[config.mk]
export PLATFORM = sky130hd
export DESIGN_NAME = msx_slots
export DESIGN_NICKNAME = d
export VERILOG_FILES = /design/src/design/msx_pkg.sv /design/src/design/cart_ascii16.sv /design/src/design/cart_ascii8.sv /design/src/design/cart_konami.sv /design/src/design/msx2_ram_mapper.sv /design/src/design/msx_slots.sv /design/src/design/slot_expander.sv
export SDC_FILE = /design/constraint.sdc
export NUM_CORES = 1
export LEC_CHECK = 0
export ABC_CLOCK_PERIOD_IN_PS = 12980
export BUFFER_PORTS_ARGS = -buffer_cell sky130_fd_sc_hd__buf_2
export CELL_PAD_IN_SITES_DETAIL_PLACEMENT = 1
export CELL_PAD_IN_SITES_GLOBAL_PLACEMENT = 2
export CORE_AREA = 5 5 560 562
export DETAILED_ROUTE_END_ITERATION = 8
export DIE_AREA = 0 0 565 567
export HOLD_SLACK_MARGIN = 0.06
export PLACE_DENSITY_LB_ADDON = 0.05
export REMOVE_ABC_BUFFERS = 1
export SETUP_SLACK_MARGIN = 0.15
export SLEW_MARGIN = 15
export SYNTH_ARGS = -nofsm -noshare
export SYNTH_HDL_FRONTEND = slang
export SYNTH_SLANG_ARGS = --single-unit
[constraint.sdc]
create_clock -name clk -period 12.98 [get_ports clk]
set_input_delay 1.947 -clock clk [delete_from_list [all_inputs] [get_ports clk]]
set_output_delay 1.947 -clock clk [all_outputs]
set_load 0.02 [all_outputs]
[src/design/msx_pkg.sv]
`default_nettype none

package msx_pkg;

   // Memory widths
   localparam int RAM_AW        = 27;
   localparam int ROM_AW        = 25;
   localparam int RAM_MAPPER_AW = 22;

   // Configuration table sizes
   localparam int LAYOUT_ENTRIES = 64;   // slot, subslot, block
   localparam int RAM_LOOKUPS    = 16;

   localparam logic [15:0] EXPANDER_ADDR   = 16'hFFFF;
   localparam logic [7:0]  RAM_MAPPER_PORT = 8'hFC;   // FC..FF, one per page
   localparam logic [7:0]  UNMAPPED_DATA   = 8'hFF;

   typedef enum logic [2:0] {
      MAPPER_UNUSED  = 3'd0,
      MAPPER_NONE    = 3'd1,
      MAPPER_LINEAR  = 3'd2,
      MAPPER_RAM     = 3'd3,
      MAPPER_KONAMI  = 3'd4,
      MAPPER_ASCII8  = 3'd5,
      MAPPER_ASCII16 = 3'd6
   } mapper_t;

   // One 16 kB block of a slot/subslot
   typedef struct packed {
      logic [3:0] ref_ram;      // Index into lookup_ram
      logic [1:0] offset_ram;   // Block offset for MAPPER_NONE
      mapper_t    mapper;
      logic       spare;
   } block_t;

   // Memory region
   typedef struct packed {
      logic [RAM_AW-1:0] addr;
      logic [15:0]       size;   // In 16 kB units
      logic              ro;
   } lookup_ram_t;

   typedef struct packed {
      logic [3:0] slot_expander_en;   // Per primary slot
      logic [7:0] ram_block_count;    // RAM mapper segments, power of two
   } bios_config_t;

   // Z80 side of the bus, strobes are plain levels
   typedef struct packed {
      logic [15:0] addr;
      logic [7:0]  dout;
      logic        wr;
      logic        rd;
      logic        mreq;
      logic        iorq;
      logic        m1;
   } cpu_bus_t;

endpackage

`default_nettype wire

[src/design/cart_ascii16.sv]
`default_nettype none
`timescale 1ns/10ps

module cart_ascii16 (
   input  wire                             clk,
   input  wire                             reset,
   input  msx_pkg::cpu_bus_t               cpu,
   input  wire                             cs,
   input  wire [msx_pkg::ROM_AW-1:0]       rom_size,
   output logic [msx_pkg::ROM_AW-1:0]      mem_addr,
   output logic                            mem_unmapped
);

   logic [7:0] bank [2];
   logic       in_range;
   logic       wr_cycle;

   assign in_range = (cpu.addr[15:14] == 2'b01) | (cpu.addr[15:14] == 2'b10);
   assign wr_cycle = cs & cpu.mreq & cpu.wr;

   // 6000..67FF bank 0, 7000..77FF bank 1
   always_ff @(posedge clk) begin
      if (reset) begin
         bank[0] <= 8'h00;
         bank[1] <= 8'h00;
      end else if (wr_cycle) begin
         if (cpu.addr[15:11] == 5'b01100) begin
            bank[0] <= cpu.dout;
         end
         if (cpu.addr[15:11] == 5'b01110) begin
            bank[1] <= cpu.dout;
         end
      end
   end

   // 4000..7FFF uses bank 0, 8000..BFFF bank 1
   always_comb begin
      mem_addr = msx_pkg::ROM_AW'({bank[cpu.addr[15]], cpu.addr[13:0]});
      mem_addr = mem_addr & (rom_size - 1'b1);
   end

   assign mem_unmapped = cs & ~in_range;

endmodule

`default_nettype wire

[src/design/cart_ascii8.sv]
`default_nettype none
`timescale 1ns/10ps

module cart_ascii8 (
   input  wire                             clk,
   input  wire                             reset,
   input  msx_pkg::cpu_bus_t               cpu,
   input  wire                             cs,
   input  wire [msx_pkg::ROM_AW-1:0]       rom_size,
   output logic [msx_pkg::ROM_AW-1:0]      mem_addr,
   output logic                            mem_unmapped
);

   logic [7:0] bank [4];
   logic [1:0] window;
   logic       in_range;
   logic       bank_wr;

   assign in_range = (cpu.addr[15:14] == 2'b01) | (cpu.addr[15:14] == 2'b10);
   assign window   = 2'(cpu.addr[15:13] - 3'd2);

   // 6000..7FFF, 2 kB per bank register
   assign bank_wr = cs & cpu.mreq & cpu.wr & (cpu.addr[15:13] == 3'b011);

   always_ff @(posedge clk) begin
      if (reset) begin
         for (int i = 0; i < 4; i++) begin
            bank[i] <= 8'h00;
         end
      end else if (bank_wr) begin
         bank[cpu.addr[12:11]] <= cpu.dout;
      end
   end

   always_comb begin
      mem_addr = msx_pkg::ROM_AW'({bank[window], cpu.addr[12:0]});
      mem_addr = mem_addr & (rom_size - 1'b1);
   end

   // Outside the cartridge window
   assign mem_unmapped = cs & ~in_range;

endmodule

`default_nettype wire

[src/design/cart_konami.sv]
`default_nettype none
`timescale 1ns/10ps

module cart_konami (
   input  wire                             clk,
   input  wire                             reset,
   input  msx_pkg::cpu_bus_t               cpu,
   input  wire                             cs,
   input  wire [msx_pkg::ROM_AW-1:0]       rom_size,
   output logic [msx_pkg::ROM_AW-1:0]      mem_addr,
   output logic                            mem_unmapped
);

   logic [7:0] bank [4];
   logic [1:0] window;
   logic       in_range;
   logic       bank_wr;

   // 4000..BFFF in four 8 kB windows
   assign in_range = (cpu.addr[15:14] == 2'b01) | (cpu.addr[15:14] == 2'b10);
   assign window   = 2'(cpu.addr[15:13] - 3'd2);

   // Window 0 has no register
   assign bank_wr = cs & cpu.mreq & cpu.wr & in_range & (window != 2'd0);

   always_ff @(posedge clk) begin
      if (reset) begin
         for (int i = 0; i < 4; i++) begin
            bank[i] <= 8'(i);
         end
      end else if (bank_wr) begin
         bank[window] <= cpu.dout;
      end
   end

   always_comb begin
      mem_addr = msx_pkg::ROM_AW'({bank[window], cpu.addr[12:0]});
      mem_addr = mem_addr & (rom_size - 1'b1);   // Wrap to ROM size
   end

   assign mem_unmapped = cs & ~in_range;

endmodule

`default_nettype wire

[src/design/msx2_ram_mapper.sv]
`default_nettype none
`timescale 1ns/10ps

module msx2_ram_mapper (
   input  wire                                   clk,
   input  wire                                   reset,
   input  msx_pkg::cpu_bus_t                     cpu,
   input  wire                                   cs,
   input  wire [7:0]                             ram_block_count,
   output logic [msx_pkg::RAM_MAPPER_AW-1:0]     mapper_addr,
   output logic [7:0]                            mapper_dout
);

   logic [7:0] segment [4];   // Page 0..3
   logic [7:0] seg_mask;
   logic [7:0] page_seg;
   logic       port_hit;
   logic       mapper_en;

   // FC..FF, M1 cycles are interrupt acknowledge
   assign port_hit = cpu.iorq & ~cpu.m1 & (cpu.addr[7:2] == msx_pkg::RAM_MAPPER_PORT[7:2]);

   assign mapper_en = |ram_block_count;
   assign seg_mask  = ram_block_count - 8'd1;

   always_ff @(posedge clk) begin
      if (reset) begin
         for (int i = 0; i < 4; i++) begin
            segment[i] <= 8'(3 - i);   // Boot layout 3, 2, 1, 0
         end
      end else if (port_hit & cpu.wr & mapper_en) begin
         segment[cpu.addr[1:0]] <= cpu.dout;
      end
   end

   assign page_seg = segment[cpu.addr[15:14]] & seg_mask;

   always_comb begin
      mapper_addr = '0;
      if (cs) begin
         mapper_addr = {page_seg, cpu.addr[13:0]};
      end
   end

   // Unused high bits read as 1
   always_comb begin
      mapper_dout = msx_pkg::UNMAPPED_DATA;
      if (port_hit & cpu.rd) begin
         mapper_dout = segment[cpu.addr[1:0]] | ~seg_mask;
      end
   end

endmodule

`default_nettype wire

[src/design/msx_slots.sv]
`default_nettype none
`timescale 1ns/10ps

module msx_slots (
   input  wire                            clk,
   input  wire                            reset,
   input  msx_pkg::cpu_bus_t              cpu,
   input  wire [1:0]                      active_slot,
   input  msx_pkg::block_t                slot_layout [msx_pkg::LAYOUT_ENTRIES],
   input  msx_pkg::lookup_ram_t           lookup_ram [msx_pkg::RAM_LOOKUPS],
   input  msx_pkg::bios_config_t          bios_config,
   input  wire [7:0]                      ram_dout,
   output logic [7:0]                     cpu_din,
   output logic [msx_pkg::RAM_AW-1:0]     ram_addr,
   output logic [7:0]                     ram_din,
   output logic                           ram_rnw,
   output logic                           ram_ce
);

   logic [1:0]                        subslot;
   logic                              expander_hit;
   logic [7:0]                        expander_dout;
   logic [5:0]                        layout_id;
   msx_pkg::block_t                   blk;
   msx_pkg::lookup_ram_t              region;
   msx_pkg::mapper_t                  mapper;
   logic [msx_pkg::RAM_AW-1:0]        size_mask;
   logic [msx_pkg::ROM_AW-1:0]        rom_size;
   logic [msx_pkg::RAM_AW-1:0]        none_addr;
   logic [msx_pkg::RAM_AW-1:0]        linear_addr;
   logic [msx_pkg::RAM_AW-1:0]        mapper_offset;
   logic [msx_pkg::RAM_MAPPER_AW-1:0] ram_mapper_addr;
   logic [7:0]                        ram_mapper_dout;
   logic [msx_pkg::ROM_AW-1:0]        konami_addr;
   logic [msx_pkg::ROM_AW-1:0]        ascii8_addr;
   logic [msx_pkg::ROM_AW-1:0]        ascii16_addr;
   logic                              konami_unmapped;
   logic                              ascii8_unmapped;
   logic                              ascii16_unmapped;
   logic                              mem_unmapped;
   logic                              mem_access;
   logic                              mem_wr;

   // Slot, subslot, page
   assign layout_id = {active_slot, subslot, cpu.addr[15:14]};
   assign blk       = slot_layout[layout_id];
   assign region    = lookup_ram[blk.ref_ram];
   assign mapper    = blk.mapper;

   assign size_mask = (msx_pkg::RAM_AW'(region.size) << 14) - 1'b1;
   assign rom_size  = msx_pkg::ROM_AW'(region.size) << 14;

   // Stateless mappers
   assign none_addr   = msx_pkg::RAM_AW'(cpu.addr[13:0])
                      + (msx_pkg::RAM_AW'(blk.offset_ram) << 14);
   assign linear_addr = msx_pkg::RAM_AW'(cpu.addr) & size_mask;

   always_comb begin
      case (mapper)
         msx_pkg::MAPPER_NONE:    mapper_offset = none_addr;
         msx_pkg::MAPPER_LINEAR:  mapper_offset = linear_addr;
         msx_pkg::MAPPER_RAM:     mapper_offset = msx_pkg::RAM_AW'(ram_mapper_addr);
         msx_pkg::MAPPER_KONAMI:  mapper_offset = msx_pkg::RAM_AW'(konami_addr);
         msx_pkg::MAPPER_ASCII8:  mapper_offset = msx_pkg::RAM_AW'(ascii8_addr);
         msx_pkg::MAPPER_ASCII16: mapper_offset = msx_pkg::RAM_AW'(ascii16_addr);
         default:                 mapper_offset = '0;
      endcase
   end

   assign ram_addr = region.addr + mapper_offset;
   assign ram_din  = cpu.dout;

   assign mem_unmapped = konami_unmapped | ascii8_unmapped | ascii16_unmapped;

   assign mem_access = cpu.mreq & (mapper != msx_pkg::MAPPER_UNUSED)
                     & ~mem_unmapped & ~expander_hit;
   assign mem_wr     = mem_access & cpu.wr & ~region.ro;   // ROM writes dropped

   assign ram_ce  = (mem_access & cpu.rd) | mem_wr;
   assign ram_rnw = ~mem_wr;

   // Wired-AND read bus, idle sources drive FF
   assign cpu_din = expander_dout
                  & ram_mapper_dout
                  & ((mem_unmapped | ~ram_ce) ? msx_pkg::UNMAPPED_DATA : ram_dout);

   slot_expander i_slot_expander (
      .clk           (clk),
      .reset         (reset),
      .cpu           (cpu),
      .active_slot   (active_slot),
      .bios_config   (bios_config),
      .subslot       (subslot),
      .expander_hit  (expander_hit),
      .expander_dout (expander_dout)
   );

   msx2_ram_mapper i_ram_mapper (
      .clk             (clk),
      .reset           (reset),
      .cpu             (cpu),
      .cs              (mapper == msx_pkg::MAPPER_RAM),
      .ram_block_count (bios_config.ram_block_count),
      .mapper_addr     (ram_mapper_addr),
      .mapper_dout     (ram_mapper_dout)
   );

   cart_konami i_konami (
      .clk          (clk),
      .reset        (reset),
      .cpu          (cpu),
      .cs           (mapper == msx_pkg::MAPPER_KONAMI),
      .rom_size     (rom_size),
      .mem_addr     (konami_addr),
      .mem_unmapped (konami_unmapped)
   );

   cart_ascii8 i_ascii8 (
      .clk          (clk),
      .reset        (reset),
      .cpu          (cpu),
      .cs           (mapper == msx_pkg::MAPPER_ASCII8),
      .rom_size     (rom_size),
      .mem_addr     (ascii8_addr),
      .mem_unmapped (ascii8_unmapped)
   );

   cart_ascii16 i_ascii16 (
      .clk          (clk),
      .reset        (reset),
      .cpu          (cpu),
      .cs           (mapper == msx_pkg::MAPPER_ASCII16),
      .rom_size     (rom_size),
      .mem_addr     (ascii16_addr),
      .mem_unmapped (ascii16_unmapped)
   );

endmodule

`default_nettype wire

[src/design/slot_expander.sv]
`default_nettype none
`timescale 1ns/10ps

module slot_expander (
   input  wire                    clk,
   input  wire                    reset,
   input  msx_pkg::cpu_bus_t      cpu,
   input  wire [1:0]              active_slot,
   input  msx_pkg::bios_config_t  bios_config,
   output logic [1:0]             subslot,
   output logic                   expander_hit,
   output logic [7:0]             expander_dout
);

   logic [7:0] slot_reg [4];   // Two bits per page
   logic       expanded;

   assign expanded = bios_config.slot_expander_en[active_slot];

   assign expander_hit = cpu.mreq & expanded & (cpu.addr == msx_pkg::EXPANDER_ADDR);

   always_ff @(posedge clk) begin
      if (reset) begin
         for (int i = 0; i < 4; i++) begin
            slot_reg[i] <= 8'h00;
         end
      end else if (expander_hit & cpu.wr) begin
         slot_reg[active_slot] <= cpu.dout;
      end
   end

   // Register reads back inverted
   assign expander_dout = (expander_hit & cpu.rd) ? ~slot_reg[active_slot]
                                                  : msx_pkg::UNMAPPED_DATA;

   // Subslot field of the page the CPU is in
   assign subslot = expanded ? slot_reg[active_slot][{cpu.addr[15:14], 1'b0} +: 2] : 2'd0;

endmodule

`default_nettype wire

==> flow_summary.yaml, run 1 <==
global_routing:
  grt_first_pass_wirelength_mm: 274.7
  grtUsageTotal_pct: 12.91
  grt_antenna_before_repair: 273
  grt_pass1_vias: 26470
  overflow: 0
  grt_max_degree: 62
synthesis:
  syn-cell-area_sq_um: 19460
  synth.most_common_cell: "nand2_1"
  yosysTopAreaCell: "edfxtp_1"
  ys.warnings.count: 0
  synth_edf_count: 144
  yosys-top-cells-area: "edfxtp_1, mux4_2, mux2i_1"
  yosysSeqAreaShare_pct: 22.22
  synth_common_cells: "nand2_1, mux2i_1, mux4_2"
  netlist-cell-type-count: 81
  ys_async_sr_fraction_pct: 0
  synth.top_cell.area_share_pct: 22.22
  synth_flop_cell: "edfxtp_1"
  avgSynthCellArea_sq_um: 8.953
  syn_inst: 2174
  synth_seq_cells: 144
pwr:
  comb_power_share_pct: 67.0
  ir_drop_mv: 0.1025
  switching_share_pct: 50.08
  p_int_mw: 1.661
  seq_power_share_pct: 16.1
  powerDensity_nw_per_um2: 103.5
  total_leakage_power_nw: 13.40
  p_sw_mw: 1.666
  pwr-share-clk_pct: 16.9
floorplanning:
  die_w_microns: 565
  start_util_pct: 6.323
  rows: 204
  core_sq_um: 307800
  num_io_pins: 1442
  die_y_microns: 567
  dieArea_sq_um: 320400
worst_setup_path:
  critPathMaxFanout: 61
  critPathKind: "input port to output pin"
  reg2reg_from: "i_slot_expander.slot_reg[3][2]"
  critPathLaunchType: "input port"
  reg2reg_setup_slack_ns: 7.29
  reg2reg_depth: 15
  cp-end-kind: "output pin"
  reg2reg_to: "i_ascii16.bank[1][1]"
  crit_required_ns: 11.03
  arrival_ns: 10.20
timing:
  period_needed_ns: 12.15
  max_freq_mhz: 82.32
  drv_slew: 0
  fin_crit_sh_pct: 93.59
  maxSlewHeadroom_pct: 17.28
  rsz0062_at_grt: "false"
  finalClockSkew_ns: 0.02207
  finalSetupViolCount: 0
  worst_pin_slew_ns: 1.231
  hold_viol_final: 0
worst_hold_path:
  hold-path-cell-count: 2
  hold_path_class: "input port to register"
  min_from: "reset"
  min_to: "i_konami.bank[0][2]"
cts:
  cts.sink_count: 144
  holdBufCountCts: 0
  clock_latency_ns: 0.48
  cts_buffer_depth: 2
  cts_tree: "done"
  cts_made_buffers: 17
  h-tree-depth: 4
  path_clk_slew_ns: 0.06
  cts_root_buffer: "clkbuf_16"
placement:
  place_area_sq_um: 31280
  io_buffers: 1249
  gp_congestion: 0.7922
  dp_cells: 7491
  hpwl_mm: 187.8
cells_and_area:
  layout-drive-gt1-share_pct: 48.57
  seq_area_sq_um: 4324
  final_cell_area_sq_um: 32160
  fillers: 36770
  nets: 4814
  syn2layout_area_growth_pct: 65.23
  layout.cells.non_filler: 7615
  multi_input_area_sq_um: 14150
  final_core_util_pct: 10.45
status:
  status: "finished, final reports clean"
routing:
  wl_met3_mm: 18.54
  drc: 0
  wl_met2_mm: 103.3
  drt-initial-drc-count: 1019
  routed_wl_mm: 217.0
  wl_per_cell_microns: 28.49
  dr.pass1.iters: 5
  top_layer: "met5"
  wl_met1_mm: 90.29
  ant_nets: 0
  vias_per_cell: 3.157
  vias: 24040
job:
  drv_cap: 0
layout make-up:
type | instances | area share [%]
multi-input combinational | 1801 | 43.99
sequential | 144 | 13.45
antenna | 92 | 0.7159
tap | 4120 | 16.03
clock buffer | 18 | 1.334
inverter | 31 | 0.3774
timing repair buffer | 1395 | 23.47
clock inverter | 14 | 0.6342
power by group through the flow:
| stage | registers (mW) | clock network, mW | logic (mW) |
|---|---|---|---|
| 2_1_floorplan | 0.543 | 0 | 1.30 |
| 3_3_place_gp | 0.548 | 0 | 2.37 |
| 3_5_place_dp | 0.548 | 0 | 2.36 |
| 4_1_cts | 0.537 | 0.590 | 2.36 |
| 5_1_grt | 0.539 | 0.604 | 2.47 |
| 6_report | 0.537 | 0.563 | 2.23 |
layout by cell type, fill, tap and decap left out, drive strengths merged, types with 6 or more instances in the layout:
cell type and count:
conb 8, xnor2 20, mux2i 219, mux2 24
clkbuf 18, nand2 478, and3 103, o211ai 55
o21ai 42, a2111oi 6, a211oi 66, nor2b 14
nor2 57, mux4 163, or3 8, a221oi 7
or2 6, ha 26, nor3 33, o211a 7
diode 92, a21oi 46, a31oi 68, nand2b 16
nand3 77, edfxtp 144, nand4 7, xor2 8
nor4 10, a22oi 28, buf 1395, o2111ai 7
inv 36, and2 101
cells by family after synthesis:
family | synth area share (%)
AO/OA/AOI/OAI | 14.51
XOR/XNOR | 1.260
adder cells (fa/ha/maj) | 1.774
buffers and inverters | 5.760
flip-flops | 22.22
multiplexers | 31.51
other | 0.01927
AND/OR/NAND/NOR | 22.95
what timing repair did:
item,CTS,global route
endpoints found under the setup margin,0,4
resized for setup,0,4
hold endpoints to repair,0,0
buffers inserted,0,0
worst max-delay path by stage:
stage	startpoint	slack, ns	end
final	active_slot[1]	0.83	ram_addr[23]
after global routing	active_slot[1]	0.18	ram_addr[23]
after CTS	active_slot[1]	0.29	ram_addr[23]
after detailed placement	active_slot[1]	0.35	ram_addr[23]
after global placement	active_slot[1]	0.38	ram_addr[25]
after floorplan	active_slot[1]	-28.82	ram_addr[23]
per-stage QoR:
step | total power [mW] | TNS (ns) | setup slack [ns] | hold slack [ns]
finish | 3.328 | 0 | 0.8318 | 2.052
global route | 3.608 | 0 | 0.1832 | 2.039
CTS | 3.490 | 0 | 0.2933 | 2.027
floorplan | 1.847 | -1016.15 | -28.82 | 2.060
detailed placement | 2.903 | 0 | 0.3481 | 2.556
global placement | 2.918 | 0 | 0.3798 | 2.557
critical path, cell delays in order:
cell     delay, ns
buf_2         0.32
mux4_2        0.48
and2_1        0.40
nand3_2       0.16
nand2_4       0.38
mux4_2        0.38
mux4_2        0.53
nor2b_1       0.17
o41ai_2       0.45
buf_12        0.17
buf_12        0.27
buf_12        0.36
mux2i_1       0.50
a22oi_1       0.23
and3_1        0.22
buf_4         0.17
a22o_1        0.32
ha_1          0.38
and3_1        0.16
a21oi_1       0.21
nand2_1       0.14
o41ai_1       0.30
buf_4         0.18
o21ai_0       0.12
o311a_1       0.38
o21ai_0       0.22
xnor2_1       0.14
buf_2         0.22
layer usage:
| metal | up-vias | track usage (%) |
|---|---|---|
| li1 | 10860 | - |
| met1 | 11500 | 15.55 |
| met2 | 1160 | 22.30 |
| met3 | 367 | 4.695 |
| met4 | 150 | 1.994 |
| met5 | - | 0 |
Note: power is estimated with default switching activity, not from simulation.
==> run 2: changes to the inputs <==
--- a/config.mk
+++ b/config.mk
@@ -5,7 +5,6 @@
 export SDC_FILE = /design/constraint.sdc
 export NUM_CORES = 1
 export LEC_CHECK = 0
-export ABC_CLOCK_PERIOD_IN_PS = 12980
 export BUFFER_PORTS_ARGS = -buffer_cell sky130_fd_sc_hd__buf_2
 export CELL_PAD_IN_SITES_DETAIL_PLACEMENT = 1
 export CELL_PAD_IN_SITES_GLOBAL_PLACEMENT = 2
@@ -13,7 +12,7 @@
 export DETAILED_ROUTE_END_ITERATION = 8
 export DIE_AREA = 0 0 565 567
 export HOLD_SLACK_MARGIN = 0.06
-export PLACE_DENSITY_LB_ADDON = 0.05
+export PLACE_DENSITY_LB_ADDON = 0.1
 export REMOVE_ABC_BUFFERS = 1
 export SETUP_SLACK_MARGIN = 0.15
 export SLEW_MARGIN = 15
==> constraint.sdc (replaced) <==
create_clock -name clk -period 13.7 [get_ports clk]
set_input_delay 2.055 -clock clk [delete_from_list [all_inputs] [get_ports clk]]
set_output_delay 2.055 -clock clk [all_outputs]
set_load 0.02 [all_outputs]
==> run 2 against run 1 <==
  * Flip-flop and latch count is the same
  * Critical path type unchanged
  * Power decreased by 8.5%
  * Critical endpoint is now ram_addr[25]
  * Clock-buffer cell count down 1
  * Register-to-register slack improved by 0.66 ns
  * Sequential share of layout area is 0.17 points higher
==> flow_summary.yaml, run 2 (synthesis gave the netlist of run 1 again) <==
routing:
  vias_per_cell: 3.136
  routed_wl_mm: 212.1
  drc: 0
  drt-initial-drc-count: 1141
  ant_nets: 0
  vias: 23670
  wl_per_cell_microns: 28.09
  dr.pass1.iters: 5
worst_setup_path:
  critPathKind: "input port to output pin"
  arrival_ns: 10.65
  cpPeakStageDelay_ns: 0.65
  critPathLaunchType: "input port"
  cp-end-kind: "output pin"
  critPathMaxFanout: 28
  crit_required_ns: 11.64
  cp_slowest_cell: "nor2b_4"
timing:
  rsz0062_at_grt: "false"
  finalClockSkew_ns: 0.01434
  finalSetupViolCount: 0
  hold_viol_final: 0
  worst_pin_slew_ns: 1.077
  maxSlewHeadroom_pct: 27.64
  period_needed_ns: 12.70
  fin_crit_sh_pct: 92.74
  drv_slew: 0
  max_freq_mhz: 78.71
  whs_ns: 2.204
cells_and_area:
  final_cell_mix: "buf_2, nand2_1, mux2i_1, mux4_2, edfxtp_1"
  final_common_cell: "buf_2"
  final_core_util_pct: 10.32
  syn2layout_area_growth_pct: 63.17
  layout.cells.non_filler: 7548
  seq_area_sq_um: 4324
  fillers: 36910
  layout-drive-gt1-share_pct: 48.01
  multi_input_area_sq_um: 14140
  nets: 4777
pwr:
  ir_drop_mv: 0.09180
  finalPower_mw: 3.044
  powerDensity_nw_per_um2: 95.84
  total_leakage_power_nw: 13.21
floorplanning:
  dieArea_sq_um: 320400
  die_w_microns: 565
  die_y_microns: 567
  num_io_pins: 1442
  core_sq_um: 307800
  rows: 204
  start_util_pct: 6.323
cts:
  cts_tree: "done"
  cts_buffer_depth: 2
  cts.sink_count: 144
  cts_made_buffers: 17
  clock_latency_ns: 0.45
  cts_root_buffer: "clkbuf_16"
  path_clk_slew_ns: 0.07
  post_cts_buffers: 0
  holdBufCountCts: 0
  post_cts_resize_count: 0
  h-tree-depth: 4
placement:
  io_buffers: 1249
  hpwl_mm: 184.4
  gp_congestion: 0.8189
  dp_cells: 7454
worst_hold_path:
  hold_path_class: "input port to register"
job:
  drv_cap: 0
global_routing:
  grt_pass1_vias: 26130
  overflow: 0
  grt_max_degree: 75
  grtUsageTotal_pct: 12.60
  grt_first_pass_wirelength_mm: 268.8
  grt_antenna_before_repair: 219
status:
  status: "finished, final reports clean"
run 2: cell count changes in the layout (fill, tap and decap cells not counted), moves of 2 or more:
cell	delta
bufinv_16	-3
diode_2	-30
inv_8	+6
clkinvlp_4	-2
buf_4	-37
run 2: metrics by stage:
stage / TNS, ns / instance area (sq um) / setup slack (ns)
after global routing: 0 / 31650 / 0.2039
after CTS: 0 / 31590 / 0.2481
after global placement: 0 / 31000 / 0.1764
final: 0 / 31760 / 0.9952
after floorplan: -997.50 / 18490 / -28.31
after detailed placement: 0 / 31000 / 0.2841
run 2: area by class of cell:
class	count	share of cell area (%)
timing repair buffer	1358	22.90
multi-input combinational	1801	44.52
clock inverter	15	0.5201
inverter	31	0.3822
sequential	144	13.62
antenna	62	0.4885
tap	4120	16.23
clock buffer	17	1.340
run 2: per-layer routing:
layer / GRT usage, % / wire length [microns]
met4: 1.003 / 2701
met1: 14.84 / 84830
met3: 3.323 / 15630
met5: 0 / 602
met2: 23.55 / 108300
run 2: critical path: cells and delay by family:
kind	cells	cell delay, ns
AOI/OAI and AO/OA	13	3.41
buffers and inverters	8	1.78
and+or+nand+nor	6	1.71
muxes	4	1.18
adders and majority gates	1	0.27
xor gates and xnor gates	1	0.15
run 2: final timing paths:
| check | slack (ns) | to | depth (start not counted) | startpoint |
|---|---|---|---|---|
| worst max-delay path | 1.0 | ram_addr[25] | 33 | active_slot[0] |
| worst min-delay path | 2.20 | i_ascii16.bank[0][7] | 2 | cpu[25] |
| worst max register to register | 7.95 | i_konami.bank[1][0] | 16 | i_slot_expander.slot_reg[1][0] |
| worst min register to register | 3.13 | i_konami.bank[3][3] | 11 | i_slot_expander.slot_reg[3][1] |
run 2: power by group:
part	internal [mW]	switching (mW)	leakage (nW)
logic	0.734	1.31	11.5
clock network	0.261	0.233	0.294
registers	0.501	0.00692	1.45
